$ cat config.mk
export PLATFORM = sky130hd
export DESIGN_NAME = regFile
export DESIGN_NICKNAME = d
export VERILOG_FILES = /design/src/design/mipsPkg.sv /design/src/design/regFile.sv
export SDC_FILE = /design/constraint.sdc
export NUM_CORES = 2
export LEC_CHECK = 0
export ABC_CLOCK_PERIOD_IN_PS = 6700
export BUFFER_PORTS_ARGS = -buffer_cell sky130_fd_sc_hd__clkbuf_2
export CAP_MARGIN = 15
export CORE_ASPECT_RATIO = 0.6
export CORE_MARGIN = 3
export CORE_UTILIZATION = 35
export DETAILED_ROUTE_END_ITERATION = 12
export HOLD_SLACK_MARGIN = 0.03
export PLACE_DENSITY = 0.49
export SYNTH_ARGS = -nofsm -noshare
export SYNTH_HDL_FRONTEND = slang
export SYNTH_SLANG_ARGS = --single-unit
$ cat constraint.sdc
create_clock -name clk -period 6.7 [get_ports clk]
set_input_delay 1.34 -clock clk [delete_from_list [all_inputs] [get_ports clk]]
set_output_delay 1.34 -clock clk [all_outputs]
set_load 0.02 [all_outputs]
$ cat src/design/mipsPkg.sv
package mipsPkg;

	//////////////////////////////////////////////////
	// Widths and fixed addresses
	//////////////////////////////////////////////////

	localparam int dataW = 32;
	localparam int regAddrW = 5;

	localparam logic [dataW-1:0] resetPc = 32'h0000_3000;
	localparam logic [regAddrW-1:0] linkReg = 5'd31;

	// Forwarding sources, fwdReg is the file or the stage register
	localparam logic [1:0] fwdReg = 2'd0;
	localparam logic [1:0] fwdEx = 2'd1;
	localparam logic [1:0] fwdMem = 2'd2;
	localparam logic [1:0] fwdWb = 2'd3;

	// Use time of an operand that is never read
	localparam logic [1:0] tUseNone = 2'd3;

	//////////////////////////////////////////////////
	// Enums
	//////////////////////////////////////////////////

	typedef enum logic [7:0] {
		kindNop,
		kindAddu, kindSubu, kindAnd, kindOr, kindSlt, kindSltu,
		kindAddiu, kindAndi, kindOri, kindLui,
		kindLw, kindLh, kindLb,
		kindSw, kindSh, kindSb,
		kindBeq, kindBne, kindJal, kindJr
	} instrKind_e;

	typedef enum logic [3:0] {
		aluAdd, aluSub, aluAnd, aluOr, aluSlt, aluSltu, aluLui
	} aluOp_e;

	typedef enum logic [1:0] {
		memNone, memByte, memHalf, memWord
	} memSize_e;

	//////////////////////////////////////////////////
	// Pipeline bundles
	//////////////////////////////////////////////////

	typedef struct packed {
		instrKind_e kind;
		aluOp_e aluOp;
		logic aluUsesImm;
		memSize_e memSize;
		logic memWrite;
		logic memRead;
		logic regWrite;
		logic [regAddrW-1:0] destReg;
		logic [1:0] tUseRs;
		logic [1:0] tUseRt;
		logic [1:0] tNew;
	} ctrl_t;

	typedef struct packed {
		logic [dataW-1:0] pc;
		ctrl_t ctrl;
		logic [regAddrW-1:0] rs;
		logic [regAddrW-1:0] rt;
		logic [dataW-1:0] rsVal;
		logic [dataW-1:0] rtVal;
		logic [dataW-1:0] extImm;
	} deToEx_t;

	typedef struct packed {
		logic [dataW-1:0] pc;
		ctrl_t ctrl;
		logic [regAddrW-1:0] rt;
		logic [dataW-1:0] result;
		logic [dataW-1:0] storeVal;
	} exToMem_t;

	typedef struct packed {
		logic [dataW-1:0] pc;
		ctrl_t ctrl;
		logic [dataW-1:0] result;
	} memToWb_t;

	// Control of an empty slot
	localparam ctrl_t bubbleCtrl = '{
		kind:       kindNop,
		aluOp:      aluAdd,
		aluUsesImm: 1'b0,
		memSize:    memNone,
		memWrite:   1'b0,
		memRead:    1'b0,
		regWrite:   1'b0,
		destReg:    '0,
		tUseRs:     tUseNone,
		tUseRt:     tUseNone,
		tNew:       2'd0
	};

endpackage

$ cat src/design/regFile.sv
`timescale 1ns/1ns

module regFile (
	input  logic                         clk,
	input  logic                         reset,
	input  logic                         we,
	input  logic [mipsPkg::regAddrW-1:0] waddr,
	input  logic [mipsPkg::dataW-1:0]    wdata,
	input  logic [mipsPkg::regAddrW-1:0] raddrA,
	input  logic [mipsPkg::regAddrW-1:0] raddrB,
	output logic [mipsPkg::dataW-1:0]    rdataA,
	output logic [mipsPkg::dataW-1:0]    rdataB
);

	logic [mipsPkg::dataW-1:0] regs [32];

	always_ff @(posedge clk) begin
		if (reset) begin
			for (int i = 0; i < 32; i++) begin
				regs[i] <= '0;
			end
		end else if (we && waddr != '0) begin
			regs[waddr] <= wdata;
		end
	end

	// Zero register, then bypass of the write in flight
	function automatic logic [mipsPkg::dataW-1:0] readPort(logic [mipsPkg::regAddrW-1:0] addr);
		if (addr == '0) begin
			return '0;
		end
		return (we && waddr == addr) ? wdata : regs[addr];
	endfunction

	always_comb begin
		rdataA = readPort(raddrA);
		rdataB = readPort(raddrB);
	end

endmodule

After elaboration in Yosys (flattened, before gate mapping)
Memories as Yosys holds them, arrays and structs flattened.
Cells that the tools add are included.
Storage, ports and cells
  bits in writable memories: 1024
  bits of input ports: 50
  memories: 1
  flip-flop bits (word level): 0
Operators by class
  equal/unequal tests: 2
  mux-type cells: 16
  reductions and logical operators: 7
Memory list
  regs: depth 32, width 32, read ports 2, clocked after memory_dff 0, wr ports 32, line regFile.sv:15  | logic [mipsPkg::dataW-1:0] regs [32];
Operators by type and width (count)
  32-bit 2-to-1 mux: 7
  32-bit OR reduction: 1
  5-bit equality test: 2
  5-bit zero test: 2
  1-bit 2-to-1 mux: 8
  5-bit 2-to-1 mux: 1
  5-bit nonzero test: 1
  1-bit logical AND: 3

Longest topological paths before layout
  depth in word-level cells: 7
  gate-level depth with buffers: 10

Worst setup path after synthesis
Ideal clock, no wire load.
  path type: input to output
  start point: input port raddrA[1] (netlist bit)
  end point: output port rdataA[10] (netlist bit)
  path slack: 2.170 ns
  data arrival time: 3.190 ns
  stages on the path: 7
  cells stage by stage: buf_2 buf_1 clkbuf_1 mux4_2 a2111oi_0 a21oi_1 a22o_1
On the way
  word-level cells in the longest chain between the ends: 4
  elaborated cells on any way between the ends: 7
  classes of those cells: eq/ne (1); mux (3); reduce/logical (2); memory (1)
RTL lines
  start: declaration: line regFile.sv:9  | input logic [mipsPkg::regAddrW-1:0] raddrA,
  parallel branches: the longest is 3 deep, another holds memory read 32 x 32 bit
  32-bit 2-to-1 mux *: line regFile.sv:32  | return (we && waddr == addr) ? wdata : regs[addr];
  end: declaration: line regFile.sv:11  | output logic [mipsPkg::dataW-1:0] rdataA,
Every way passes the cells marked *.

Worst setup path in the final report
  start point: input port raddrB[3] (netlist bit)
  end point: output port rdataB[25] (netlist bit)
On the way
  word-level cells in the longest chain between the ends: 4
  elaborated cells on any way between the ends: 7
  classes of those cells: eq/ne (1); mux (3); reduce/logical (2); memory (1)
RTL lines
  start: declaration: line regFile.sv:10  | input logic [mipsPkg::regAddrW-1:0] raddrB,
  parallel branches: the longest is 3 deep, another holds memory read 32 x 32 bit
  32-bit 2-to-1 mux *: line regFile.sv:32
  end: declaration: line regFile.sv:12  | output logic [mipsPkg::dataW-1:0] rdataB
Marks and branches as above.

==> out/qor.yml <==
outcome: "completed"
synth_flop_cell: "edfxtp_1"
drv_slew: 0
fillCellCount: 14000
antenna_found_initial: 22
ios: 114
grt_pass1_wl_mm: 315
synth_area_leaders: "edfxtp_1 56%, mux4_2 16%, and2_1 11%"
synth_seq_cells: 1024
overflow: 0
cts_setup_buffers: 0
worst_pin_slew_ns: 1.27
cts_buffers: 104
grt_pass1_vias: 35200
clock_power_share_pct: 38.0
maxCapViolations: 0
cts_resized: 0
startpoint_type: "primary input"
slowest_delay_ns: 0.77
setup_tns_ns: 0
core_sq_mm: 0.154
dieArea_sq_mm: 0.161
leakagePower_nw: 21.5
rows: 111
synthTopCellsByCount: "1024 x edfxtp_1, 994 x and2_1, 388 x mux4_2, 302 x clkbuf_1, 281 x mux2i_1"
worst_hold_slack_ns: 1.19
critPathMostFrequentCell: "clkbuf_2"
path_cells: "clkbuf_2 > xnor2_1 > nand4_1 > or2_2 > a21oi_2 > buf_4 > a221o_1 > clkbuf_2"
htree_num_levels: 3
fp.dieH_um: 312
gp_congestion: 0.867
netlist.area_leader.share_pct: 56.2
hold_buffers: 0
seqPwrFrac_pct: 48.3
drtIter0Drc: 5853
grt_usage_pct: 28.4
p_int_mw: 11.4
cp_slowest_cell: "or2_2"
peakVddDrop_mv: 0.197
yosys_warnings: 0
setup_viol: 0
io_buffers: 113
synth_cell_types: 50
clk_pin_slew_ns: 0.07
cp_top_family: "simple AND/OR/NAND/NOR gates"
firstDrtPassIters: 6
ant_nets: 0
yosysTopAreaCell: "edfxtp_1"
end_kind: "output pin"
hold_path.class: "primary input to flop"
drive_gt1_share_pct: 24.7
grt_max_degree: 62
top_register: "regs"
vias_per_cell: 6.25
finalCriticalPeriod_ns: 5.92
combPwrFrac_pct: 13.6
synth_area_sq_mm: 0.0547
crit_type: "primary input to output pin"
nNetsFinal: 3816
synth_cells: 3740
cts_root_buffer: "clkbuf_16"
hold_viol_final: 0
fp.dieW_um: 516
start_util_pct: 35.5
max_freq_ghz: 0.169
syn_area_per_cell_sq_um: 14.6
ys_seq_area_share_pct: 56.2
path_max_fanout: 31
async_flop_share_pct: 0
fin_crit_sh_pct: 88.4
p_sw_mw: 4.29
largest_register_ffs: 1024
num_vias: 36900
startpoint: "raddrB[3]"
dp_slack_ns: 0.971
slew_headroom_pct: 15.2
power.density_mw_per_mm2: 255
switching_share_pct: 27.3
routed_wl_mm: 231
reg_top3: "regs (1024)"
post_drt_wl_per_cell_um: 39.2
dp_hpwl_mm: 138
arrival_ns: 4.58
area_growth_pct: 12.6
synth.most_common_cell: "edfxtp_1"
drc: 0
setup_slack_ns: 0.776
cp.required_ns: 5.36
multi_input_area_sq_mm: 0.0226
path_buf_inv: 3
cts_tree: "built"
synth_enable_flop_cells: 1024
clkSinkCount: 1024
regArea_sq_mm: 0.0307
rsz0062_at_grt: "no"
hp-start: "wdata[29]"
post-route-util_pct: 40.0
clockBufferDepth: 3
==> power by group through the flow <==
stage / Combinational [mW] / Clock [mW] / Sequential (mW)
global placement: 2.12 / 0 / 7.72
finish: 2.14 / 5.98 / 7.60
detailed placement: 2.11 / 0 / 7.71
CTS: 2.12 / 6.03 / 7.58
floorplan: 1.23 / 0 / 7.64
global route: 2.20 / 6.28 / 7.63
==> final cells by class <==
cell class	count	share of cell area, %
diodes	18	0.0731
clock buffers	124	4.49
clock inverters	69	0.904
inverters	2	0.0122
multi-input cells	2331	36.8
flip-flops and latches	1024	49.9
well taps	2034	4.13
repair buffers	303	3.72
==> cells by family (layout without fill, tap and decap cells) <==
| family | Yosys count | count (layout) | synth area share (%) |
|---|---|---|---|
| multiplexers | 674 | 674 | 21.2 |
| AO/OA/AOI/OAI | 469 | 469 | 6.45 |
| AND/OR/NAND/NOR | 1146 | 1146 | 12.7 |
| buffers and inverters | 416 | 498 | 3.23 |
| other | 1 | 50 | 0.00685 |
| XOR/XNOR | 10 | 10 | 0.160 |
| flip-flops | 1024 | 1024 | 56.2 |
==> final timing paths <==
kind,end,slack (ns),cells past startpoint
max,rdataB[25],0.78,8
min,regs[12][29],1.19,2
==> placed cells by master, fill, tap and decap left out, types with 26 or more instances in the layout <==
master,count
buf_4,174
nand2_1,35
or2_2,33
mux4_2,388
clkbuf_16,108
o221ai_1,42
edfxtp_1,1024
mux2i_1,281
nor2_4,34
and2_1,994
a22o_1,55
a21oi_1,77
clkbuf_2,105
a22oi_1,133
clkinv_2,26
conb_1,32
o22ai_1,41
==> metrics by stage <==
step                cell area (sq um)  instances  power, mW
detailed placement              58200       5694       9.83
finish                          61600       5905       15.7
CTS                             61500       5887       15.7
global placement                58200       5694       9.83
global route                    61600       5888       16.1
floorplan                       54800       3771       8.86
==> layer usage <==
metal,global-route usage [%],vias to the layer above,share of wire (%)
met1,42.9,19500,44
met2,40.0,2468,42
met3,7.35,371,11
li1,-,14500,-
met4,7.71,2,3.1
met5,0,-,0.0056
(Power assumes the default switching activity.)
