[config.mk]
export PLATFORM = sky130hd
export DESIGN_NAME = alu
export DESIGN_NICKNAME = d
export VERILOG_FILES = /design/src/design/mipsPkg.sv /design/src/design/alu.sv
export SDC_FILE = /design/constraint.sdc
export NUM_CORES = 1
export LEC_CHECK = 0
export ABC_AREA = 1
export BUFFER_PORTS_ARGS = -buffer_cell sky130_fd_sc_hd__buf_2
export CAP_MARGIN = 20
export CORE_MARGIN = 1
export CORE_UTILIZATION = 35
export DETAILED_ROUTE_END_ITERATION = 10
export GPL_ROUTABILITY_DRIVEN = 0
export PLACE_DENSITY = 0.66
export RECOVER_POWER = 100
export SYNTH_ARGS = -nofsm -noshare
export SYNTH_HDL_FRONTEND = slang
export SYNTH_SLANG_ARGS = --single-unit
[constraint.sdc]
create_clock -name vclk -period 3.87
set_input_delay 1.161 -clock vclk [all_inputs]
set_output_delay 1.161 -clock vclk [all_outputs]
set_load 0.02 [all_outputs]
[src/design/mipsPkg.sv]
package mipsPkg;

	//////////////////////////////////////////////////
	// Widths and fixed addresses
	//////////////////////////////////////////////////

	localparam int dataW = 32;
	localparam int regAddrW = 5;

	localparam logic [dataW-1:0] resetPc = 32'h0000_3000;
	localparam logic [regAddrW-1:0] linkReg = 5'd31;

	// Forwarding sources, fwdReg is the file or the stage register
	localparam logic [1:0] fwdReg = 2'd0;
	localparam logic [1:0] fwdEx = 2'd1;
	localparam logic [1:0] fwdMem = 2'd2;
	localparam logic [1:0] fwdWb = 2'd3;

	// Use time of an operand that is never read
	localparam logic [1:0] tUseNone = 2'd3;

	//////////////////////////////////////////////////
	// Enums
	//////////////////////////////////////////////////

	typedef enum logic [7:0] {
		kindNop,
		kindAddu, kindSubu, kindAnd, kindOr, kindSlt, kindSltu,
		kindAddiu, kindAndi, kindOri, kindLui,
		kindLw, kindLh, kindLb,
		kindSw, kindSh, kindSb,
		kindBeq, kindBne, kindJal, kindJr
	} instrKind_e;

	typedef enum logic [3:0] {
		aluAdd, aluSub, aluAnd, aluOr, aluSlt, aluSltu, aluLui
	} aluOp_e;

	typedef enum logic [1:0] {
		memNone, memByte, memHalf, memWord
	} memSize_e;

	//////////////////////////////////////////////////
	// Pipeline bundles
	//////////////////////////////////////////////////

	typedef struct packed {
		instrKind_e kind;
		aluOp_e aluOp;
		logic aluUsesImm;
		memSize_e memSize;
		logic memWrite;
		logic memRead;
		logic regWrite;
		logic [regAddrW-1:0] destReg;
		logic [1:0] tUseRs;
		logic [1:0] tUseRt;
		logic [1:0] tNew;
	} ctrl_t;

	typedef struct packed {
		logic [dataW-1:0] pc;
		ctrl_t ctrl;
		logic [regAddrW-1:0] rs;
		logic [regAddrW-1:0] rt;
		logic [dataW-1:0] rsVal;
		logic [dataW-1:0] rtVal;
		logic [dataW-1:0] extImm;
	} deToEx_t;

	typedef struct packed {
		logic [dataW-1:0] pc;
		ctrl_t ctrl;
		logic [regAddrW-1:0] rt;
		logic [dataW-1:0] result;
		logic [dataW-1:0] storeVal;
	} exToMem_t;

	typedef struct packed {
		logic [dataW-1:0] pc;
		ctrl_t ctrl;
		logic [dataW-1:0] result;
	} memToWb_t;

	// Control of an empty slot
	localparam ctrl_t bubbleCtrl = '{
		kind:       kindNop,
		aluOp:      aluAdd,
		aluUsesImm: 1'b0,
		memSize:    memNone,
		memWrite:   1'b0,
		memRead:    1'b0,
		regWrite:   1'b0,
		destReg:    '0,
		tUseRs:     tUseNone,
		tUseRt:     tUseNone,
		tNew:       2'd0
	};

endpackage

[src/design/alu.sv]
`timescale 1ns/1ns

module alu (
	input  mipsPkg::aluOp_e           op,
	input  logic [mipsPkg::dataW-1:0] a,
	input  logic [mipsPkg::dataW-1:0] b,
	output logic [mipsPkg::dataW-1:0] result
);

	logic signedLess;
	logic unsignedLess;

	assign signedLess = $signed(a) < $signed(b);
	assign unsignedLess = a < b;

	always_comb begin
		case (op)
			mipsPkg::aluAdd: result = a + b;
			mipsPkg::aluSub: result = a - b;
			mipsPkg::aluAnd: result = a & b;
			mipsPkg::aluOr: result = a | b;
			mipsPkg::aluSlt: result = {{(mipsPkg::dataW-1){1'b0}}, signedLess};
			mipsPkg::aluSltu: result = {{(mipsPkg::dataW-1){1'b0}}, unsignedLess};
			// Immediate arrives already shifted into the upper half
			mipsPkg::aluLui: result = b;
			default: result = a + b;
		endcase
	end

endmodule

; Yosys cells after proc, flatten, opt, wreduce, memory -nomap -nowiden
; Cells that the tools add are included.
[classes]
add_sub_neg = 2
order_cmp = 2
eq_ne = 6
mux = 1
bitwise_logic = 2
[op_table]
columns = operator, n
row1 = $pmux W32 S6, 1
row2 = $lt A32 B32 Y1, 2
row3 = $add A32 B32 Y32, 1
row4 = $and A32 B32 Y32, 1
row5 = $or A32 B32 Y32, 1
row6 = $sub A32 B32 Y32, 1
row7 = $eq A4 B3 Y1 const B, 3
row8 = $eq A4 B2 Y1 const B, 2
row9 = $eq A4 B1 Y1 const B, 1
[totals]
ff_bits = 0
out_inout_bits = 32

; Depth between registers and ports, before layout
[logic_depth]
depth_word = 2
depth_mapped = 15
depth_no_buf = 15

; Worst setup path before layout
; No wires, ideal clock.
[synth_path]
path_type = input-to-output
start = input port b[2] in the netlist's numbering
end = output port result[3] in the netlist's numbering
arrival_time_ps = 2746
required_ps = 2709
slack_ps = -37
cell_stages = 7
n_path_buf = 0
path_cell_list = inv_1 > ha_1 > inv_2 > nand3_1 > nand3_1 > nor2_1 > o311ai_0
[synth_between]
elab_chain_cells = 2
word_cells_on_any_way = 3
cone_classes = add/sub (2) / mux (1)
[synth_rtl]
columns = element, line
row1 = start: declaration, alu.sv:6  ; input logic [mipsPkg::dataW-1:0] b,
row2 = $add A32 B32 Y32 / $sub A32 B32 Y32 (equally long branches), "alu.sv:18, alu.sv:26, alu.sv:19"
row3 = $pmux W32 S6 (*), alu.sv:17  ; case (op)
row4 = end: declaration, alu.sv:7  ; output logic [mipsPkg::dataW-1:0] result
; Mark *: on every way between the ends. The rest lies on a longest branch, timed or not.

; Final worst setup path
[layout_path]
start = input port b[6] in the netlist's numbering
end = output port result[19] in the netlist's numbering
; The elaborated chain is that of the path after synthesis.

==> results <==
- The completed layout was analyzed and its total power is between 1.5 and 2 mW.
- The worst pin sits at a relative slew slack of a little over three fifths.
- Registers take 0 um2.
- The effective utilization at floorplan is 35.9%.
- Summed over all layers, the global routing overflow is 0.
- Across the VDD grid, the largest voltage drop is around 96 uV.
- The sum of buffers and inverters on the critical path is 3.
- Walking the worst path, the cells encountered are buf_6 -> inv_2 -> ha_4 -> nor2_2 -> nand2_1 -> nand2_1 -> nand2_1 -> nand3b_1 -> nand3_2 -> nand2_1 -> nand2_1 -> nand3_2 -> nand3_2 -> buf_6.
- The die covers around 0.018 mm2.
- Broken down by cell family, the worst path's largest delay share belongs to simple AND/OR/NAND/NOR gates.
- The type of the most critical hold path is input port to output pin.
- The number of global-route vias before repair was 8,860.
- The count of unresolved DRC violations after routing is 0.
- Port buffering added 100 buffers.
- The layout has between 1,000 and 1,500 filler cells.
- Entering global routing, the biggest net connects 33 pins.
- Summing the sequential cell areas from Yosys gives 0% of the chip area.
- The worst stage delay on the critical path is about 0.28 ns.
- The data arrival time of the worst path is 3.09 ns.
- STA classifies the critical path startpoint as an input port.
- Timing analysis after detailed placement gives a worst setup slack of -0.422 ns.
- The I/O pin count is 100.
- In the final routed layout, each cell accounts on average for 17.9 um.
- Setup repair after global routing could not meet its margin everywhere.
- The distinct cell type count of the synthesized netlist is between 40 and 50.
- In this design, the critical path's most frequently occurring cell is sky130_fd_sc_hd__nand2_1.
- The detailed router placed 9,566 vias in this run.
- The area growth from synthesis to final layout is 90.2%.
- A synthesized cell averages 5.27 um2.
- The number of sequential storage elements is 0.
- The total count of hold-check failures in the final report is 0.
- The required time of the critical path is 2.71 ns.
- The cell count after synthesis is 1,134.
- The global routing usage summed across all routing layers is 28.8%.
- The first detailed-routing pass ran for 7 iterations.
- The first-pass GRT wire length is 41.7 mm.
- Buffers inserted to repair hold after CTS numbered 0.
- The worst hold path cell count is 5.
- Setup slack on the critical path of the routed design comes to -0.386 ns.
- The count of antenna diodes in the layout is 0.
- The worst-case hold slack is 2.75 ns.
- In this run the static leakage power is 5.84 nW.
- For this design the ratio of total power to cell area is 172 mW/mm2.
- Setup total negative slack on the finished layout was measured at -5.86 ns.
- Static timing analysis puts the maximum clock frequency at 235 MHz.
- The die outline height is 133 um.
- The critical path class is input port to output pin.
- Summed over all nets, the half-perimeter wirelength after detailed placement is 19.4 mm.
- The final count of pins violating max slew is 0.
- The length of routed met2 wiring is between 10 and 15 mm.
- After detailed routing, the met3 layer carries 3.23 mm of wire.
- The number of vias per cell is 5.58.
- The slowest stage of the critical path belongs to the cell sky130_fd_sc_hd__nor2_2.
- The sum of routed wire length over all layers is around 31 mm.
- The post-synth design cell area is 0.00597 mm2.
- When the netlist entered floorplanning its net count stood at 1,300.
- The net count of the finished layout is 1,663.
- The kind of capture point of the worst setup path is an output pin.
- The total of clock buffers placed in the layout is 0.
- The tool flagged a number of max-cap violations equal to 0.
- The worst path uses 110% of the clock period.
- In this run the number of cells on the critical path is 14.
- After the first detailed-routing iteration, the DRC count stood at 1,076.
- In this run the core area contains 47 standard-cell rows.
- The final antenna-violating net count is 0.
- Of the cells placed in the final design, the portion with a size suffix greater than 1 is 55.7%.
- Measured on the finished design, the core utilization comes to 68.3%.
- At the pin with the least slew margin, the transition time is approximately 0.56 ns.
- The largest fanout on the critical path is 5.
- Summing all multi-input logic gate instances after layout gives 0.00692 mm2.
- The initial antenna violation count is 1.
- After floorplanning, the core was sized to cover 0.0166 mm2.
- The highest routing layer actually used is met5.
- The detailed router put a total of 11.6 mm of wire on met1.
- The number of warnings issued by yosys is 0.
- In this run the horizontal extent of the chip is 133 um.
- The flow ran to the end, but the final reports show violations.
- The final reports fail on negative setup slack.
- The smallest clock period supported by the final layout is computed as ~4.3 ns.
- Setup violations remaining at the end of the flow were counted as 29.
==> where the power goes <==
group | switching, mW | internal (mW) | total, mW
clock | 0 | 0 | 0
sequential | 0 | 0 | 0
combinational | 1.09 | 0.864 | 1.96
==> logic make-up (layout without fill, tap and decap cells) <==
family,after synthesis,after routing,share of synthesized area [%]
AND/OR/NAND/NOR,576,576,41.1
AO/OA/AOI/OAI,186,186,18.4
adder cells (fa/ha/maj),98,98,20.8
buffers and inverters,260,621,17.7
XOR/XNOR,14,14,2.05
==> cell type report <==
class              count  share of cell area [%]
multi-input cells    874                    60.9
repair buffers       394                    28.5
inverters            227                    8.09
well taps            220                    2.42
==> tightest hold or removal path, delay by kind of cell <==
family,cells,cell delay [ns]
buf+inv,3,0.28
simple gates,1,0.08
compound gates,1,0.07
==> Yosys cell counts, drive strengths merged <==
master	instances	area [um2]
nor2	119	472
buf	24	158
o21ai	46	230
o211ai	3	22.5
o22ai	18	113
inv	227	852
nand4	11	68.8
nand3	111	566
ha	96	1200
a31oi	3	18.8
nor4	3	37.5
o311ai	1	8.76
and2	3	18.8
fa	2	40.0
nor3	11	60.1
a21o	2	15.0
o21a	1	7.51
a21oi	85	459
xor2	14	123
a21boi	1	7.51
a2111oi	1	8.76
o221ai	1	8.76
nand3b	5	37.5
a221oi	13	114
nand2	313	1200
o21bai	9	67.6
a211oi	2	15.0
clkbuf	9	45.0
==> final timing paths <==
check | from | slack (ns) | endpoint
worst max-delay path | b[6] | -0.39 | result[19]
worst min-delay path | b[22] | 2.75 | result[22]
==> layout by cell type (no fill, tap or decap), types with 12 or more instances in the layout <==
cell type                  synthesis  final
sky130_fd_sc_hd__inv_2             9     59
sky130_fd_sc_hd__ha_2              0     18
sky130_fd_sc_hd__inv_1           218    149
sky130_fd_sc_hd__buf_6             4     80
sky130_fd_sc_hd__a221oi_1         13     13
sky130_fd_sc_hd__nand2_2           9     77
sky130_fd_sc_hd__xor2_1           14     12
sky130_fd_sc_hd__nand3_1         109     58
sky130_fd_sc_hd__nor2_2            7     22
sky130_fd_sc_hd__buf_4             5    265
sky130_fd_sc_hd__a21oi_1          78     34
sky130_fd_sc_hd__a21oi_4           1     15
sky130_fd_sc_hd__buf_2            15     39
sky130_fd_sc_hd__ha_1             96     38
sky130_fd_sc_hd__ha_4              0     40
sky130_fd_sc_hd__nor2_4            1     28
sky130_fd_sc_hd__nand2_4           0     32
sky130_fd_sc_hd__o21ai_0          45     21
sky130_fd_sc_hd__o21ai_1           1     15
sky130_fd_sc_hd__a21oi_2           6     36
sky130_fd_sc_hd__nand2_1         304    201
sky130_fd_sc_hd__o22ai_1          18     18
sky130_fd_sc_hd__nand3_2           2     51
sky130_fd_sc_hd__nor2_1          111     69
==> routing by layer <==
| metal | GRT usage, % | vias to the layer above |
|---|---|---|
| met4 | 11.6 | 2 |
| met3 | 3.30 | 201 |
| li1 | - | 4339 |
| met5 | 0 | - |
| met2 | 48.7 | 671 |
| met1 | 37.0 | 4353 |
==> what timing repair did <==
item	4_1_cts	5_1_grt
buffers inserted	22	20
pin swaps	129	107
gates cloned	0	0
endpoints found under the setup margin	31	31
gates resized for setup	463	228
endpoints found under the hold margin	0	0
==> per-stage QoR <==
step                      instance area, um2  cells
after detailed placement                8510   1675
final                                  11400   1715
after CTS                              10400   1697
after global placement                  8510   1675
after floorplan                         6000   1134
after global routing                   11400   1715
Note: power is estimated with default switching activity, not from simulation.
