## config.mk

```make
export PLATFORM = sky130hd
export DESIGN_NAME = hazardUnit
export DESIGN_NICKNAME = d
export VERILOG_FILES = /design/src/design/mipsPkg.sv /design/src/design/hazardUnit.sv
export SDC_FILE = /design/constraint.sdc
export NUM_CORES = 1
export LEC_CHECK = 0
export ABC_AREA = 1
export BUFFER_PORTS_ARGS = -buffer_cell sky130_fd_sc_hd__buf_4
export CAP_MARGIN = 20
export CORE_ASPECT_RATIO = 1.2
export CORE_MARGIN = 10
export CORE_UTILIZATION = 34
export DETAILED_ROUTE_END_ITERATION = 10
export PLACE_DENSITY = 0.78
export SLEW_MARGIN = 20
export SYNTH_ARGS = -nofsm -noshare
export SYNTH_HDL_FRONTEND = slang
export SYNTH_SLANG_ARGS = --single-unit
```

## constraint.sdc

```tcl
create_clock -name vclk -period 0.8
set_input_delay 0.08 -clock vclk [all_inputs]
set_output_delay 0.08 -clock vclk [all_outputs]
set_load 0.02 [all_outputs]
```

## src/design/mipsPkg.sv

```systemverilog
package mipsPkg;

	//////////////////////////////////////////////////
	// Widths and fixed addresses
	//////////////////////////////////////////////////

	localparam int dataW = 32;
	localparam int regAddrW = 5;

	localparam logic [dataW-1:0] resetPc = 32'h0000_3000;
	localparam logic [regAddrW-1:0] linkReg = 5'd31;

	// Forwarding sources, fwdReg is the file or the stage register
	localparam logic [1:0] fwdReg = 2'd0;
	localparam logic [1:0] fwdEx = 2'd1;
	localparam logic [1:0] fwdMem = 2'd2;
	localparam logic [1:0] fwdWb = 2'd3;

	// Use time of an operand that is never read
	localparam logic [1:0] tUseNone = 2'd3;

	//////////////////////////////////////////////////
	// Enums
	//////////////////////////////////////////////////

	typedef enum logic [7:0] {
		kindNop,
		kindAddu, kindSubu, kindAnd, kindOr, kindSlt, kindSltu,
		kindAddiu, kindAndi, kindOri, kindLui,
		kindLw, kindLh, kindLb,
		kindSw, kindSh, kindSb,
		kindBeq, kindBne, kindJal, kindJr
	} instrKind_e;

	typedef enum logic [3:0] {
		aluAdd, aluSub, aluAnd, aluOr, aluSlt, aluSltu, aluLui
	} aluOp_e;

	typedef enum logic [1:0] {
		memNone, memByte, memHalf, memWord
	} memSize_e;

	//////////////////////////////////////////////////
	// Pipeline bundles
	//////////////////////////////////////////////////

	typedef struct packed {
		instrKind_e kind;
		aluOp_e aluOp;
		logic aluUsesImm;
		memSize_e memSize;
		logic memWrite;
		logic memRead;
		logic regWrite;
		logic [regAddrW-1:0] destReg;
		logic [1:0] tUseRs;
		logic [1:0] tUseRt;
		logic [1:0] tNew;
	} ctrl_t;

	typedef struct packed {
		logic [dataW-1:0] pc;
		ctrl_t ctrl;
		logic [regAddrW-1:0] rs;
		logic [regAddrW-1:0] rt;
		logic [dataW-1:0] rsVal;
		logic [dataW-1:0] rtVal;
		logic [dataW-1:0] extImm;
	} deToEx_t;

	typedef struct packed {
		logic [dataW-1:0] pc;
		ctrl_t ctrl;
		logic [regAddrW-1:0] rt;
		logic [dataW-1:0] result;
		logic [dataW-1:0] storeVal;
	} exToMem_t;

	typedef struct packed {
		logic [dataW-1:0] pc;
		ctrl_t ctrl;
		logic [dataW-1:0] result;
	} memToWb_t;

	// Control of an empty slot
	localparam ctrl_t bubbleCtrl = '{
		kind:       kindNop,
		aluOp:      aluAdd,
		aluUsesImm: 1'b0,
		memSize:    memNone,
		memWrite:   1'b0,
		memRead:    1'b0,
		regWrite:   1'b0,
		destReg:    '0,
		tUseRs:     tUseNone,
		tUseRt:     tUseNone,
		tNew:       2'd0
	};

endpackage

```

## src/design/hazardUnit.sv

```systemverilog
`timescale 1ns/1ns

module hazardUnit (
	input  logic [mipsPkg::regAddrW-1:0] decRs,
	input  logic [mipsPkg::regAddrW-1:0] decRt,
	input  logic [1:0]                   decUseRs,
	input  logic [1:0]                   decUseRt,
	input  mipsPkg::ctrl_t               exCtrl,
	input  mipsPkg::ctrl_t               memCtrl,
	input  mipsPkg::ctrl_t               wbCtrl,
	input  logic [mipsPkg::regAddrW-1:0] exRs,
	input  logic [mipsPkg::regAddrW-1:0] exRt,
	output logic                         stall,
	output logic [1:0]                   fwdDecRs,
	output logic [1:0]                   fwdDecRt,
	output logic [1:0]                   fwdExRs,
	output logic [1:0]                   fwdExRt
);

	function automatic logic writes(mipsPkg::ctrl_t c, logic [mipsPkg::regAddrW-1:0] r);
		return c.regWrite && (r != '0) && (c.destReg == r);
	endfunction

	// Operand needed before a later stage can provide it
	function automatic logic mustWait(logic [mipsPkg::regAddrW-1:0] r, logic [1:0] tUse);
		return (writes(exCtrl, r) && tUse < exCtrl.tNew) ||
			(writes(memCtrl, r) && tUse < memCtrl.tNew);
	endfunction

	// Youngest producer wins, an unready one is caught later
	function automatic logic [1:0] decSelect(logic [mipsPkg::regAddrW-1:0] r);
		if (writes(exCtrl, r)) begin
			return (exCtrl.tNew == 2'd0) ? mipsPkg::fwdEx : mipsPkg::fwdReg;
		end
		if (writes(memCtrl, r)) begin
			return (memCtrl.tNew == 2'd0) ? mipsPkg::fwdMem : mipsPkg::fwdReg;
		end
		return writes(wbCtrl, r) ? mipsPkg::fwdWb : mipsPkg::fwdReg;
	endfunction

	function automatic logic [1:0] exSelect(logic [mipsPkg::regAddrW-1:0] r);
		if (writes(memCtrl, r)) begin
			return (memCtrl.tNew == 2'd0) ? mipsPkg::fwdMem : mipsPkg::fwdReg;
		end
		return writes(wbCtrl, r) ? mipsPkg::fwdWb : mipsPkg::fwdReg;
	endfunction

	always_comb begin
		stall = mustWait(decRs, decUseRs) || mustWait(decRt, decUseRt);
		fwdDecRs = decSelect(decRs);
		fwdDecRt = decSelect(decRt);
		fwdExRs = exSelect(exRs);
		fwdExRt = exSelect(exRt);
	end

endmodule

```

# Yosys cells after proc, flatten, opt, wreduce, memory -nomap -nowiden
# Index checks and enable logic that the tools add are counted.
[word_totals]
register_bits = 0
elab_cells = 73
out_inout_bits = 9
in_bits = 111
[classes]
n_eq_ne = 10
mux = 26
magnitude_cmp = 4
n_reduce_logical = 33
[op_table]
columns = ["operator", "n"]
rows = [
  ["$eq A5 B5 Y1", 10],
  ["$mux W2", 17],
  ["$logic_and A1 B1 Y1", 24],
  ["$reduce_bool A5 Y1", 4],
  ["$mux W1", 9],
  ["$lt A2 B2 Y1", 4],
  ["$logic_not A2 Y1", 2],
  ["$logic_or A1 B1 Y1", 3],
]

# Depth between registers and ports, before layout
[depth]
ltp_word = 7
mapped_depth = 10
depth_no_buf = 10

# Worst setup path after synthesis
# No wires, ideal clock.
[synth_timing]
path_kind = "input to output"
from = "input memCtrl[8] in the netlist's numbering"
to = "output fwdDecRt[1]"
path_buffers = 1
path_stages = 8
t_required_ps = 720
arrival_time_ps = 853
setup_slack_ps = -133
cell_sequence = "buf_6 xnor2_1 nand2_1 nor2_4 nand2_2 nand2_1 nand2_1 nor2_2"
[synth_between]
elab_chain_len = 6
elab_cells_between_ends = 7
cone_classes = "eq/ne: 1; mux: 5; reduce/logical: 1"
[synth_lines]
columns = ["element", "line_no", "rtl"]
rows = [
  ["from (decl)", "hazardUnit.sv:9", "input mipsPkg::ctrl_t memCtrl,"],
  ["$eq A5 B5 Y1 *", "hazardUnit.sv:21", "return c.regWrite && (r != '0) && (c.destReg == r);"],
  ["$logic_and A1 B1 Y1 *", "hazardUnit.sv:21", ""],
  ["$mux W1 (2 in series)", "hazardUnit.sv:35", "if (writes(memCtrl, r)) begin"],
  ["$mux W2 *", "hazardUnit.sv:38", "return writes(wbCtrl, r) ? mipsPkg::fwdWb : mipsPkg::fwdReg;"],
  ["$mux W2 *", "hazardUnit.sv:35", ""],
  ["to (decl)", "hazardUnit.sv:15", "output logic [1:0] fwdDecRt,"],
]
# Mark *: on every way between the ends. The rest lies on a longest branch, timed or not. The select of a mux whose other input is x is not followed.

# Final worst setup path
[layout_timing]
from = "input decRt[1] in the netlist's numbering"
to = "output fwdDecRt[0]"
[layout_between]
elab_chain_len = 7
elab_cells_between_ends = 17
cone_classes = "eq/ne: 3; mux: 7; reduce/logical: 7"
[layout_lines]
columns = ["element", "line_no", "rtl"]
rows = [
  ["from (decl)", "hazardUnit.sv:5", "input logic [mipsPkg::regAddrW-1:0] decRt,"],
  ["$reduce_bool A5 Y1", "hazardUnit.sv:21", ""],
  ["$logic_and A1 B1 Y1 (2 in series)", "hazardUnit.sv:21", ""],
  ["$mux W1 (2 in series)", "hazardUnit.sv:35", ""],
  ["$mux W2", "hazardUnit.sv:38", ""],
  ["$mux W2 *", "hazardUnit.sv:35", ""],
]
# Marked as above.

==> impl_metrics.py <==
metrics = {
    "global_routing": {
        "grt_util_all_layers_pct": 15.7,
        "grt_max_degree": 7,
        "grt_overflow_total": 0,
        "grt_pass1_vias": 1869,
        "grt_first_pass_wirelength_um": 8380,
        "antenna_found_initial": 0,
    },
    "finish": {
        "mostFrequentLayoutCells": "nand2_1 (60), nand2_2 (40), buf_6 (26)",
        "fin_cells": 352,
        "n_antenna_cell": 0,
        "fin_nets": 432,
        "nFillCells": 258,
        "fin_util_pct": 73.0,
        "regArea_sq_um": 0,
        "clock_buffers": 0,
        "area_growth_pct": 108,
        "final_common_cell": "nand2_1",
        "drive_above_1_share_pct": 61.3,
        "seq_cells": 0,
    },
    "floorplanning": {
        "io_pins": 120,
        "die_area_sq_um": 6210,
        "rows": 23,
        "die_h_um": 84.3,
        "start_util_pct": 35.1,
        "die_x_um": 73.6,
        "fp.coreArea_sq_um": 3340,
    },
    "timing": {
        "tightest_slew_ns": 0.277,
        "fmax_mhz": 928,
        "rsz0062_at_grt": "yes",
        "layout_setup_ws_ns": -0.277,
        "maxSlewHeadroom_pct": 81.5,
        "final_max_slew_viol_count": 0,
        "min_period_ns": 1.08,
        "period_share_pct": 135,
        "setup_viol": 9,
        "final_hold_viol_count": 0,
    },
    "routing": {
        "detail-route-antenna-nets": 0,
        "drc": 0,
        "totalWireLength_um": 5510,
        "viasPerCell": 5.16,
        "drtPass1Iterations": 4,
        "vias": 1817,
        "wl_per_cell_um": 15.7,
        "drt_iter0_markers": 41,
    },
    "run": {
        "max-cap-violations": 0,
    },
    "power_and_ir_drop": {
        "clkPwrFrac_pct": 0,
        "ir_drop_mv": 0.334,
        "power_switching_mw": 0.661,
        "p_comb_share_pct": 100.0,
        "powerDensity_nw_per_um2": 522,
        "p_int_mw": 0.612,
        "p_seq_share_pct": 0,
        "p_sw_share_pct": 51.9,
        "leakagePower_nw": 1.20,
    },
    "yosys": {
        "synthesis.nets": 367,
        "synthCells": 252,
        "seq_area_frac_synth_pct": 0,
        "syn_area_sq_um": 1170,
        "syn_area_per_cell_sq_um": 4.65,
        "ys_types": 22,
        "ys_warn_count": 0,
    },
    "place": {
        "dp_cells": 351,
        "gp_congestion": 0.902,
        "numPortBuffers": 55,
        "dp_hpwl_um": 3770,
        "place_ws_ns": -0.361,
    },
    "worst_setup_path": {
        "cp_cell_sequence": "buf_12 -> nor2_4 -> nand2_2 -> nor2_4 -> nor2_1 -> nand3_1 -> inv_1 -> nand3_2 -> nand2_2 -> buf_6",
        "required_ns": 0.72,
        "end_kind": "output port",
        "max_stage_delay_ns": 0.16,
        "crit_arrival_ns": 1.00,
        "worst-path-max-fanout": 5,
        "worstSetupPathType": "primary input to output port",
        "crit_slowest_cell": "nor2_4",
        "critPathLaunchType": "primary input",
    },
    "worst_hold_path": {
        "hp-class": "primary input to output port",
    },
    "outcome": {
        "violations": "negative setup slack",
        "status": "complete, but fails checks",
    },
}
-- final cells by class --
cell class	instances	area (sq um)	area share [%]
timing repair buffer	64	721	29.6
multi-input combinational	203	1410	57.6
inverter	48	265	10.9
tap	37	46.3	1.90
-- what timing repair did --
action	CTS	global route
setup buffers	0	1
endpoints found under the setup margin	9	9
gates resized for setup	118	87
endpoints found under the hold margin	0	0
hold buffers	0	0
cloned	0	0
pin swaps	62	44
-- layer usage --
metal  up-vias  global-route usage [%]  wire length (um)
met1       822                    16.2              1930
li1        915                       -                 -
met4         0                    4.24               220
met5         -                       0                 0
met3        16                    3.53               344
met2        64                    29.7              3010
-- worst max-delay path, delay by kind of cell --
kind | cells | cell delay [ns]
buffers and inverters | 3 | 0.30
and+or+nand+nor | 7 | 0.62
-- cells in the mapped netlist (all sizes together) (2+ instances only) --
cell	instances	share of area, %
nand4	2	1.1
nor3	2	0.85
nor2	30	13
o21ai	7	3.0
o211ai	2	1.3
nand2	104	34
xnor2	9	6.7
a21oi	13	5.5
ha	4	4.3
inv	44	14
nand3	23	10
o22ai	4	2.1
clkinv	4	1.3
-- through the flow --
stage                     hold WS, ns  area (sq um)  power, mW  setup TNS (ns)
final                           0.558          2440       1.27           -2.25
after global routing            0.578          2440       1.37           -2.74
after floorplan                 0.337          1230      0.440          -0.315
after detailed placement        0.573          1730      0.829           -2.97
after global placement          0.566          1730      0.820           -2.93
after CTS                       0.556          2130       1.05           -1.92
-- cells by family after synthesis --
kind of cell             synth area share, %
buffers and inverters                   16.3
AO/OA/AOI/OAI                           12.6
adder cells (fa/ha/maj)                 4.27
AND/OR/NAND/NOR                         59.3
XOR/XNOR                                7.47
-- power groups by stage --
stage | Combinational, mW | Sequential [mW] | Clock [mW]
after CTS | 1.05 | 0 | 0
final | 1.27 | 0 | 0
after global routing | 1.37 | 0 | 0
after detailed placement | 0.829 | 0 | 0
after floorplan | 0.440 | 0 | 0
after global placement | 0.820 | 0 | 0
-- final timing paths --
kind                   from     endpoint  slack, ns  cells after the start
setup / recovery   decRt[1]  fwdDecRt[0]      -0.28                     10
hold / removal    exCtrl[1]  fwdDecRt[0]       0.56                      5
Power figures use the tool's default switching activity.
