**config.mk**
```make
export PLATFORM = sky130hd
export DESIGN_NAME = controlDecoder
export DESIGN_NICKNAME = d
export VERILOG_FILES = /design/src/design/mipsPkg.sv /design/src/design/controlDecoder.sv
export SDC_FILE = /design/constraint.sdc
export NUM_CORES = 1
export LEC_CHECK = 0
export ABC_AREA = 1
export ABC_CLOCK_PERIOD_IN_PS = 4600
export BUFFER_PORTS_ARGS = -buffer_cell sky130_fd_sc_hd__buf_4
export CORE_ASPECT_RATIO = 0.75
export CORE_MARGIN = 10
export CORE_UTILIZATION = 35
export DETAILED_ROUTE_END_ITERATION = 7
export SLEW_MARGIN = 15
export SYNTH_ARGS = -nofsm -noshare
export SYNTH_HDL_FRONTEND = slang
export SYNTH_SLANG_ARGS = --single-unit
```
**constraint.sdc**
```tcl
create_clock -name vclk -period 4.6
set_clock_uncertainty 0.05 [all_clocks]
set_input_delay 0.69 -clock vclk [all_inputs]
set_output_delay 0.69 -clock vclk [all_outputs]
set_load 0.02 [all_outputs]
```
**src/design/mipsPkg.sv**
```systemverilog
package mipsPkg;

	//////////////////////////////////////////////////
	// Widths and fixed addresses
	//////////////////////////////////////////////////

	localparam int dataW = 32;
	localparam int regAddrW = 5;

	localparam logic [dataW-1:0] resetPc = 32'h0000_3000;
	localparam logic [regAddrW-1:0] linkReg = 5'd31;

	// Forwarding sources, fwdReg is the file or the stage register
	localparam logic [1:0] fwdReg = 2'd0;
	localparam logic [1:0] fwdEx = 2'd1;
	localparam logic [1:0] fwdMem = 2'd2;
	localparam logic [1:0] fwdWb = 2'd3;

	// Use time of an operand that is never read
	localparam logic [1:0] tUseNone = 2'd3;

	//////////////////////////////////////////////////
	// Enums
	//////////////////////////////////////////////////

	typedef enum logic [7:0] {
		kindNop,
		kindAddu, kindSubu, kindAnd, kindOr, kindSlt, kindSltu,
		kindAddiu, kindAndi, kindOri, kindLui,
		kindLw, kindLh, kindLb,
		kindSw, kindSh, kindSb,
		kindBeq, kindBne, kindJal, kindJr
	} instrKind_e;

	typedef enum logic [3:0] {
		aluAdd, aluSub, aluAnd, aluOr, aluSlt, aluSltu, aluLui
	} aluOp_e;

	typedef enum logic [1:0] {
		memNone, memByte, memHalf, memWord
	} memSize_e;

	//////////////////////////////////////////////////
	// Pipeline bundles
	//////////////////////////////////////////////////

	typedef struct packed {
		instrKind_e kind;
		aluOp_e aluOp;
		logic aluUsesImm;
		memSize_e memSize;
		logic memWrite;
		logic memRead;
		logic regWrite;
		logic [regAddrW-1:0] destReg;
		logic [1:0] tUseRs;
		logic [1:0] tUseRt;
		logic [1:0] tNew;
	} ctrl_t;

	typedef struct packed {
		logic [dataW-1:0] pc;
		ctrl_t ctrl;
		logic [regAddrW-1:0] rs;
		logic [regAddrW-1:0] rt;
		logic [dataW-1:0] rsVal;
		logic [dataW-1:0] rtVal;
		logic [dataW-1:0] extImm;
	} deToEx_t;

	typedef struct packed {
		logic [dataW-1:0] pc;
		ctrl_t ctrl;
		logic [regAddrW-1:0] rt;
		logic [dataW-1:0] result;
		logic [dataW-1:0] storeVal;
	} exToMem_t;

	typedef struct packed {
		logic [dataW-1:0] pc;
		ctrl_t ctrl;
		logic [dataW-1:0] result;
	} memToWb_t;

	// Control of an empty slot
	localparam ctrl_t bubbleCtrl = '{
		kind:       kindNop,
		aluOp:      aluAdd,
		aluUsesImm: 1'b0,
		memSize:    memNone,
		memWrite:   1'b0,
		memRead:    1'b0,
		regWrite:   1'b0,
		destReg:    '0,
		tUseRs:     tUseNone,
		tUseRt:     tUseNone,
		tNew:       2'd0
	};

endpackage

```
**src/design/controlDecoder.sv**
```systemverilog
`timescale 1ns/1ns

module controlDecoder (
	input  logic [mipsPkg::dataW-1:0] instr,
	input  logic [mipsPkg::dataW-1:0] pc,
	output mipsPkg::ctrl_t            ctrl,
	output logic [mipsPkg::dataW-1:0] extImm,
	output logic [mipsPkg::dataW-1:0] branchTarget
);

	logic [5:0] opcode;
	logic [5:0] funct;
	logic [mipsPkg::regAddrW-1:0] rt;
	logic [mipsPkg::regAddrW-1:0] rd;
	logic [mipsPkg::regAddrW-1:0] dest;
	logic [15:0] imm;
	logic [mipsPkg::dataW-1:0] pcPlus4;
	mipsPkg::instrKind_e kind;

	assign opcode = instr[31:26];
	assign funct = instr[5:0];
	assign rt = instr[20:16];
	assign rd = instr[15:11];
	assign imm = instr[15:0];
	assign pcPlus4 = pc + 32'd4;

	// Opcode and function field classification
	always_comb begin
		kind = mipsPkg::kindNop;
		case (opcode)
			6'b000000: begin
				case (funct)
					6'b100001: kind = mipsPkg::kindAddu;
					6'b100011: kind = mipsPkg::kindSubu;
					6'b100100: kind = mipsPkg::kindAnd;
					6'b100101: kind = mipsPkg::kindOr;
					6'b101010: kind = mipsPkg::kindSlt;
					6'b101011: kind = mipsPkg::kindSltu;
					6'b001000: kind = mipsPkg::kindJr;
					default: kind = mipsPkg::kindNop;
				endcase
			end
			6'b001001: kind = mipsPkg::kindAddiu;
			6'b001100: kind = mipsPkg::kindAndi;
			6'b001101: kind = mipsPkg::kindOri;
			6'b001111: kind = mipsPkg::kindLui;
			6'b100011: kind = mipsPkg::kindLw;
			6'b100001: kind = mipsPkg::kindLh;
			6'b100000: kind = mipsPkg::kindLb;
			6'b101011: kind = mipsPkg::kindSw;
			6'b101001: kind = mipsPkg::kindSh;
			6'b101000: kind = mipsPkg::kindSb;
			6'b000100: kind = mipsPkg::kindBeq;
			6'b000101: kind = mipsPkg::kindBne;
			6'b000011: kind = mipsPkg::kindJal;
			default: kind = mipsPkg::kindNop;
		endcase
	end

	always_comb begin
		ctrl = mipsPkg::bubbleCtrl;
		ctrl.kind = kind;
		dest = rt;
		case (kind)
			mipsPkg::kindAddu, mipsPkg::kindSubu, mipsPkg::kindAnd,
			mipsPkg::kindOr, mipsPkg::kindSlt, mipsPkg::kindSltu: begin
				ctrl.regWrite = 1'b1;
				ctrl.tUseRs = 2'd1;
				ctrl.tUseRt = 2'd1;
				ctrl.tNew = 2'd1;
				dest = rd;
			end
			mipsPkg::kindAddiu, mipsPkg::kindAndi, mipsPkg::kindOri, mipsPkg::kindLui: begin
				ctrl.regWrite = 1'b1;
				ctrl.aluUsesImm = 1'b1;
				ctrl.tUseRs = 2'd1;
				ctrl.tNew = 2'd1;
			end
			mipsPkg::kindLw, mipsPkg::kindLh, mipsPkg::kindLb: begin
				ctrl.regWrite = 1'b1;
				ctrl.memRead = 1'b1;
				ctrl.aluUsesImm = 1'b1;
				ctrl.tUseRs = 2'd1;
				ctrl.tNew = 2'd2;
			end
			mipsPkg::kindSw, mipsPkg::kindSh, mipsPkg::kindSb: begin
				ctrl.memWrite = 1'b1;
				ctrl.aluUsesImm = 1'b1;
				ctrl.tUseRs = 2'd1;
				// Store data is needed only in the memory stage
				ctrl.tUseRt = 2'd2;
			end
			mipsPkg::kindBeq, mipsPkg::kindBne: begin
				ctrl.tUseRs = 2'd0;
				ctrl.tUseRt = 2'd0;
			end
			mipsPkg::kindJal: begin
				ctrl.regWrite = 1'b1;
				dest = mipsPkg::linkReg;
			end
			mipsPkg::kindJr: ctrl.tUseRs = 2'd0;
			default: ctrl.tNew = 2'd0;
		endcase

		case (kind)
			mipsPkg::kindSubu: ctrl.aluOp = mipsPkg::aluSub;
			mipsPkg::kindAnd, mipsPkg::kindAndi: ctrl.aluOp = mipsPkg::aluAnd;
			mipsPkg::kindOr, mipsPkg::kindOri: ctrl.aluOp = mipsPkg::aluOr;
			mipsPkg::kindSlt: ctrl.aluOp = mipsPkg::aluSlt;
			mipsPkg::kindSltu: ctrl.aluOp = mipsPkg::aluSltu;
			mipsPkg::kindLui: ctrl.aluOp = mipsPkg::aluLui;
			default: ctrl.aluOp = mipsPkg::aluAdd;
		endcase

		case (kind)
			mipsPkg::kindLw, mipsPkg::kindSw: ctrl.memSize = mipsPkg::memWord;
			mipsPkg::kindLh, mipsPkg::kindSh: ctrl.memSize = mipsPkg::memHalf;
			mipsPkg::kindLb, mipsPkg::kindSb: ctrl.memSize = mipsPkg::memByte;
			default: ctrl.memSize = mipsPkg::memNone;
		endcase

		ctrl.destReg = dest;
		// Register 0 is never written
		if (dest == '0) begin
			ctrl.regWrite = 1'b0;
		end
	end

	always_comb begin
		case (kind)
			mipsPkg::kindAndi, mipsPkg::kindOri: extImm = {16'h0000, imm};
			mipsPkg::kindLui: extImm = {imm, 16'h0000};
			default: extImm = {{16{imm[15]}}, imm};
		endcase
	end

	assign branchTarget = (kind == mipsPkg::kindJal) ?
		{pcPlus4[31:28], instr[25:0], 2'b00} :
		pcPlus4 + {{14{imm[15]}}, imm, 2'b00};

endmodule

```
After elaboration in Yosys (flattened, before gate mapping)
Memory sizes are Yosys's and may differ from the RTL's.
Index checks and enable logic that the tools add are counted.
{"block": "totals", "regBits": 0, "mem_bits_ro": 48, "in_bits": 64, "output_inout_bits": 93, "elab_cells": 74, "mem_count": 1}
{"block": "op_classes", "add_sub_neg": 2, "n_eq_ne": 40, "n_mux": 15, "reduce_logical": 16}
{"name": "(name not given)", "words": 16, "width": 3, "rd": 1, "rd_ports_with_merged_regs": 0, "write_ports": 0, "line_no": "controlDecoder.sv:105", "rtl": "case (kind)"}
{"op": "8-bit case mux with 14 select lines", "n": 1}
{"op": "6-bit == test, second input constant", "n": 12}
{"op": "8-bit by 4-bit == test with 1-bit output, second input constant", "n": 8}
{"op": "32-bit case mux with 2 select lines", "n": 1}
{"op": "8-bit by 5-bit == test with 1-bit output, second input constant", "n": 5}
{"op": "5-bit case mux with 7 select lines", "n": 1}
{"op": "32-bit by 3-bit adder with 32-bit output, second input constant", "n": 1}
{"op": "32-bit adder", "n": 1}
{"op": "8-bit by 3-bit == test with 1-bit output, second input constant", "n": 4}
{"op": "32-bit 2-to-1 mux", "n": 1}
{"op": "6-bit by 4-bit == test with 1-bit output, second input constant", "n": 5}
{"op": "10-bit OR reduction", "n": 2}
{"op": "8-bit by 2-bit == test with 1-bit output, second input constant", "n": 2}
{"op": "16-bit OR reduction", "n": 1}
{"op": "14-bit OR reduction", "n": 1}
{"op": "6-bit by 3-bit == test with 1-bit output, second input constant", "n": 2}
{"op": "2-bit case mux with 3 select lines", "n": 2}
{"op": "5-bit case mux with 2 select lines", "n": 1}
{"op": "2-bit OR reduction", "n": 5}
{"op": "3-bit OR reduction", "n": 3}
{"op": "8-bit by 1-bit == test with 1-bit output, second input constant", "n": 1}
{"op": "2-bit case mux with 2 select lines", "n": 2}
{"op": "6-bit by 2-bit == test with 1-bit output, second input constant", "n": 1}
{"op": "6-bit logical NOT", "n": 1}
{"op": "5 further kinds", "n": 9}

Logic depth before layout (Yosys ltp)
{"block": "depth", "word_depth": 8, "ltp_mapped": 22, "ltp_nobuf": 22}

Worst setup path before layout
Ideal clock, no wire load.
{"block": "synth_timing", "path_kind": "in2out", "from": "input port pc[10] in the netlist's numbering", "to": "output port branchTarget[31] in the netlist's numbering", "arrival_ps": 3265, "required_time_ps": 3860, "slack_ps": 595, "cell_stages": 19, "path_buffers": 0, "cell_sequence": "inv_1 > nor4_1 > nand3_1 > inv_1 > nand2_1 > inv_1 > nand2_1 > nor2_1 > xor2_1 > inv_1 > ha_1 > a21oi_1 > inv_1 > a31oi_1 > o21ai_0 > a21oi_1 > nand3_1 > nand3_1 > xor2_1"}
{"block": "synth_between", "elab_chain_cells": 3}
{"element": "start: declaration", "line_no": "controlDecoder.sv:5", "rtl": "input logic [mipsPkg::dataW-1:0] pc,"}
{"element": "32-bit by 3-bit adder with 32-bit output (*)", "line_no": "controlDecoder.sv:25", "rtl": "assign pcPlus4 = pc + 32'd4;"}
{"element": "32-bit adder", "line_no": "controlDecoder.sv:139", "rtl": "pcPlus4 + {{14{imm[15]}}, imm, 2'b00};"}
{"element": "32-bit 2-to-1 mux (*)", "line_no": "controlDecoder.sv:137", "rtl": "assign branchTarget = (kind == mipsPkg::kindJal) ?"}
{"element": "end: declaration", "line_no": "controlDecoder.sv:8", "rtl": "output logic [mipsPkg::dataW-1:0] branchTarget"}
Mark *: on every way between the ends. The rest lies on a longest branch, timed or not.

Worst setup path after layout
{"block": "layout_timing", "from": "input port pc[11] in the netlist's numbering", "to": "output port branchTarget[28] in the netlist's numbering"}
The elaborated chain is that of the path after synthesis.

==> out/summary.txt <==
Critical path arrival = 3.75 ns
Outcome = completed
Worst path bufs/invs = 6
Multiplexer share of the synthesized area = 0
Die height = 113.1 µm
Area leader, netlist = nand2_1
Most frequent cell after synthesis = nand2_1
Final Slew Violations = 0
Largest family of logic cells by synthesized area = simple AND/OR/NAND/NOR gates
Area Overhead vs Synth = 38.88%
Ports = 157
Initial antenna violation count = 0
Critical path fanouts, max = 4
Slowest-stage cell, CP = nor4_4
Max Cap Viol = 0
GP Congestion = 1.006
Worst setup EP type = output pin
VDD IR max = 55.35 µV
XOR/XNOR Fraction of Synth Area = 0.07138
Hold endpoint = branchTarget[26]
Worst Path Required = 3.86 ns
Gate Count Post-Synth = 757
CP Launch Type = input pin
CP top delay family = simple AND/OR/NAND/NOR gates
Per-cell routed wire length = 16.02 µm
Fill cell count = 1186
Antenna cells = 0
Top cell type's share of synthesized area = 0.1650
Synth top area cells = nand2_1 (17%), inv_1 (13%), ha_1 (11%), nand3_1 (7.4%), nor2_1 (6.4%)
Period minus WS final = 4.488 ns
Gr ovfl total = 0
Rows = 33
Post-layout net count = 1018
DR DRC count = 0
Overall routing resource usage = 0.1887
Leak = 0.003143 µW
Seq/Total Area, Yosys = 0
Share of cells above drive strength 1 = 0.2904
Seq cells = 0
WP depth = 22
Synthesized area = 4049 µm²
First-pass GRT wire length = 25820 µm
Initial Utilization = 0.3645
Post-synth cell types = 48
Synth Area in Compound Gates = 0.1814
Vias per cell = 5.197
FF+latch area = 0 µm²
PD cells = 143.5 nW/µm²
Detailed Route WL = 16910 µm
Yosys warnings = 0
HP Start = instr[24]
Post-synthesis simple-gate area fraction = 0.4771
Non-Filler Cell Area, Final = 5623 µm²
Dpl hpwl = 14570 µm
Critical path class = in -> out
Largest net degree at the start of global routing = 24
Fin. Hold Viols = 0
Detailed-route via count = 5488
Top cells by count, synth = nand2_1 (178), inv_1 (139), nor2_1 (69)
CLK BUF = 0
Final setup viols = 0
Die Wd = 144.2 µm
Die Footprint = 16310 µm²
Adder-cell share of the synthesized area = 0.1131
Final Cycle Share = 0.9757
PortBufs = 153
Dpl ws = -0.03041 ns
CP Launch Point = pc[11]
Avg Inst Size Synth = 5.349 µm²
Slack of the critical path = 0.1118 ns
Detailed Route Iter0 Violations = 435
Core area = 11110 µm²
Routed Antenna Nets = 0
Worst slew pin tran = 0.5477 ns
Pre-antenna DRT Iters = 5
CP cell instances = buf_8 > clkinv_4 > nor4_4 > nand3_2 > inv_2 > nand2_2 > nor4_4 > nand2_1 > xor2_1 > inv_1 > ha_4 > nand2_1 > nor2_2 > inv_2 > nor2_4 > nand4_1 > nand3_2 > a21oi_1 > or2_2 > nand3_1 > o21ai_1 > buf_4
Worst Hold Class = in -> out
Max Fclk = 222.8 MHz
CP max stage delay = 0.33 ns
Placed Area = 5389 µm²
Vias in the first global route = 5023
Hold Path Stages = 4
Slew HR = 0.6338
cell families after synthesis:
kind of cell / after synthesis
other: 1
AOI/OAI and AO/OA: 126
xor gates and xnor gates: 33
adders and majority gates: 36
and+or+nand+nor: 401
buffers and inverters: 160
worst min-delay path, cell delays in order:
cell and delay, ns:
buf_4 0.07, nand2_1 0.04, nand2_1 0.05, buf_4 0.13
routing by layer:
metal | track usage | routed length, µm | up-vias
li1 | - | - | 2771
met1 | 0.2772 | 8111 | 2462
met2 | 0.2899 | 7093 | 247
met3 | 0.03176 | 1602 | 8
met4 | 0.01344 | 107 | 0
met5 | 0 | 0 | -
through the flow:
step                hold WS [ns]    util  TNS [ns]  total power (µW)  cells
floorplan                  1.449       -         0             458.2    760
global placement           1.628  0.4852         0             770.0   1051
detailed placement         1.632  0.4852  -0.03041             774.3   1051
CTS                        1.632  0.4855         0             776.7   1051
global route               1.651  0.5063   -0.3798             876.7   1056
finish                     1.630  0.5063         0             807.0   1056
placed cells by master, fill, tap and decap left out, types with 13 or more instances in the layout:
cell type	instances
buf_4	167
nand2_1	175
xor2_1	22
a21oi_1	33
nand2_2	13
ha_1	31
nand3_1	57
o21ai_0	40
nand4_1	22
inv_1	133
nor2_1	64
o21ai_1	13
power breakdown:
part	switching, µW	leakage [µW]	internal [µW]
Sequential	0	0	0
Combinational	494	0.00314	313
Clock	0	0	0
Total	494	0.00314	313
area by class of cell:
cell class         count  area [µm²]  share of cell area
inverters            147       561.8             0.09991
multi-input cells    600        3606              0.6413
well taps            140       175.2             0.03115
repair buffers       169        1280              0.2276
worst max-delay path by stage:
stage                            end  slack [ns]
floorplan           branchTarget[31]        0.60
global placement    branchTarget[31]        0.04
detailed placement  branchTarget[31]       -0.03
global route        branchTarget[28]       -0.13
finish              branchTarget[28]        0.11
CTS                 branchTarget[28]       0.007
repair_timing:
item                       CTS  global route
hold buffers                 0             0
setup buffers                0             5
pin swaps                    0            16
gates resized for setup      1            50
setup endpoints to repair    1            11
Note: power is estimated with default switching activity, not from simulation.
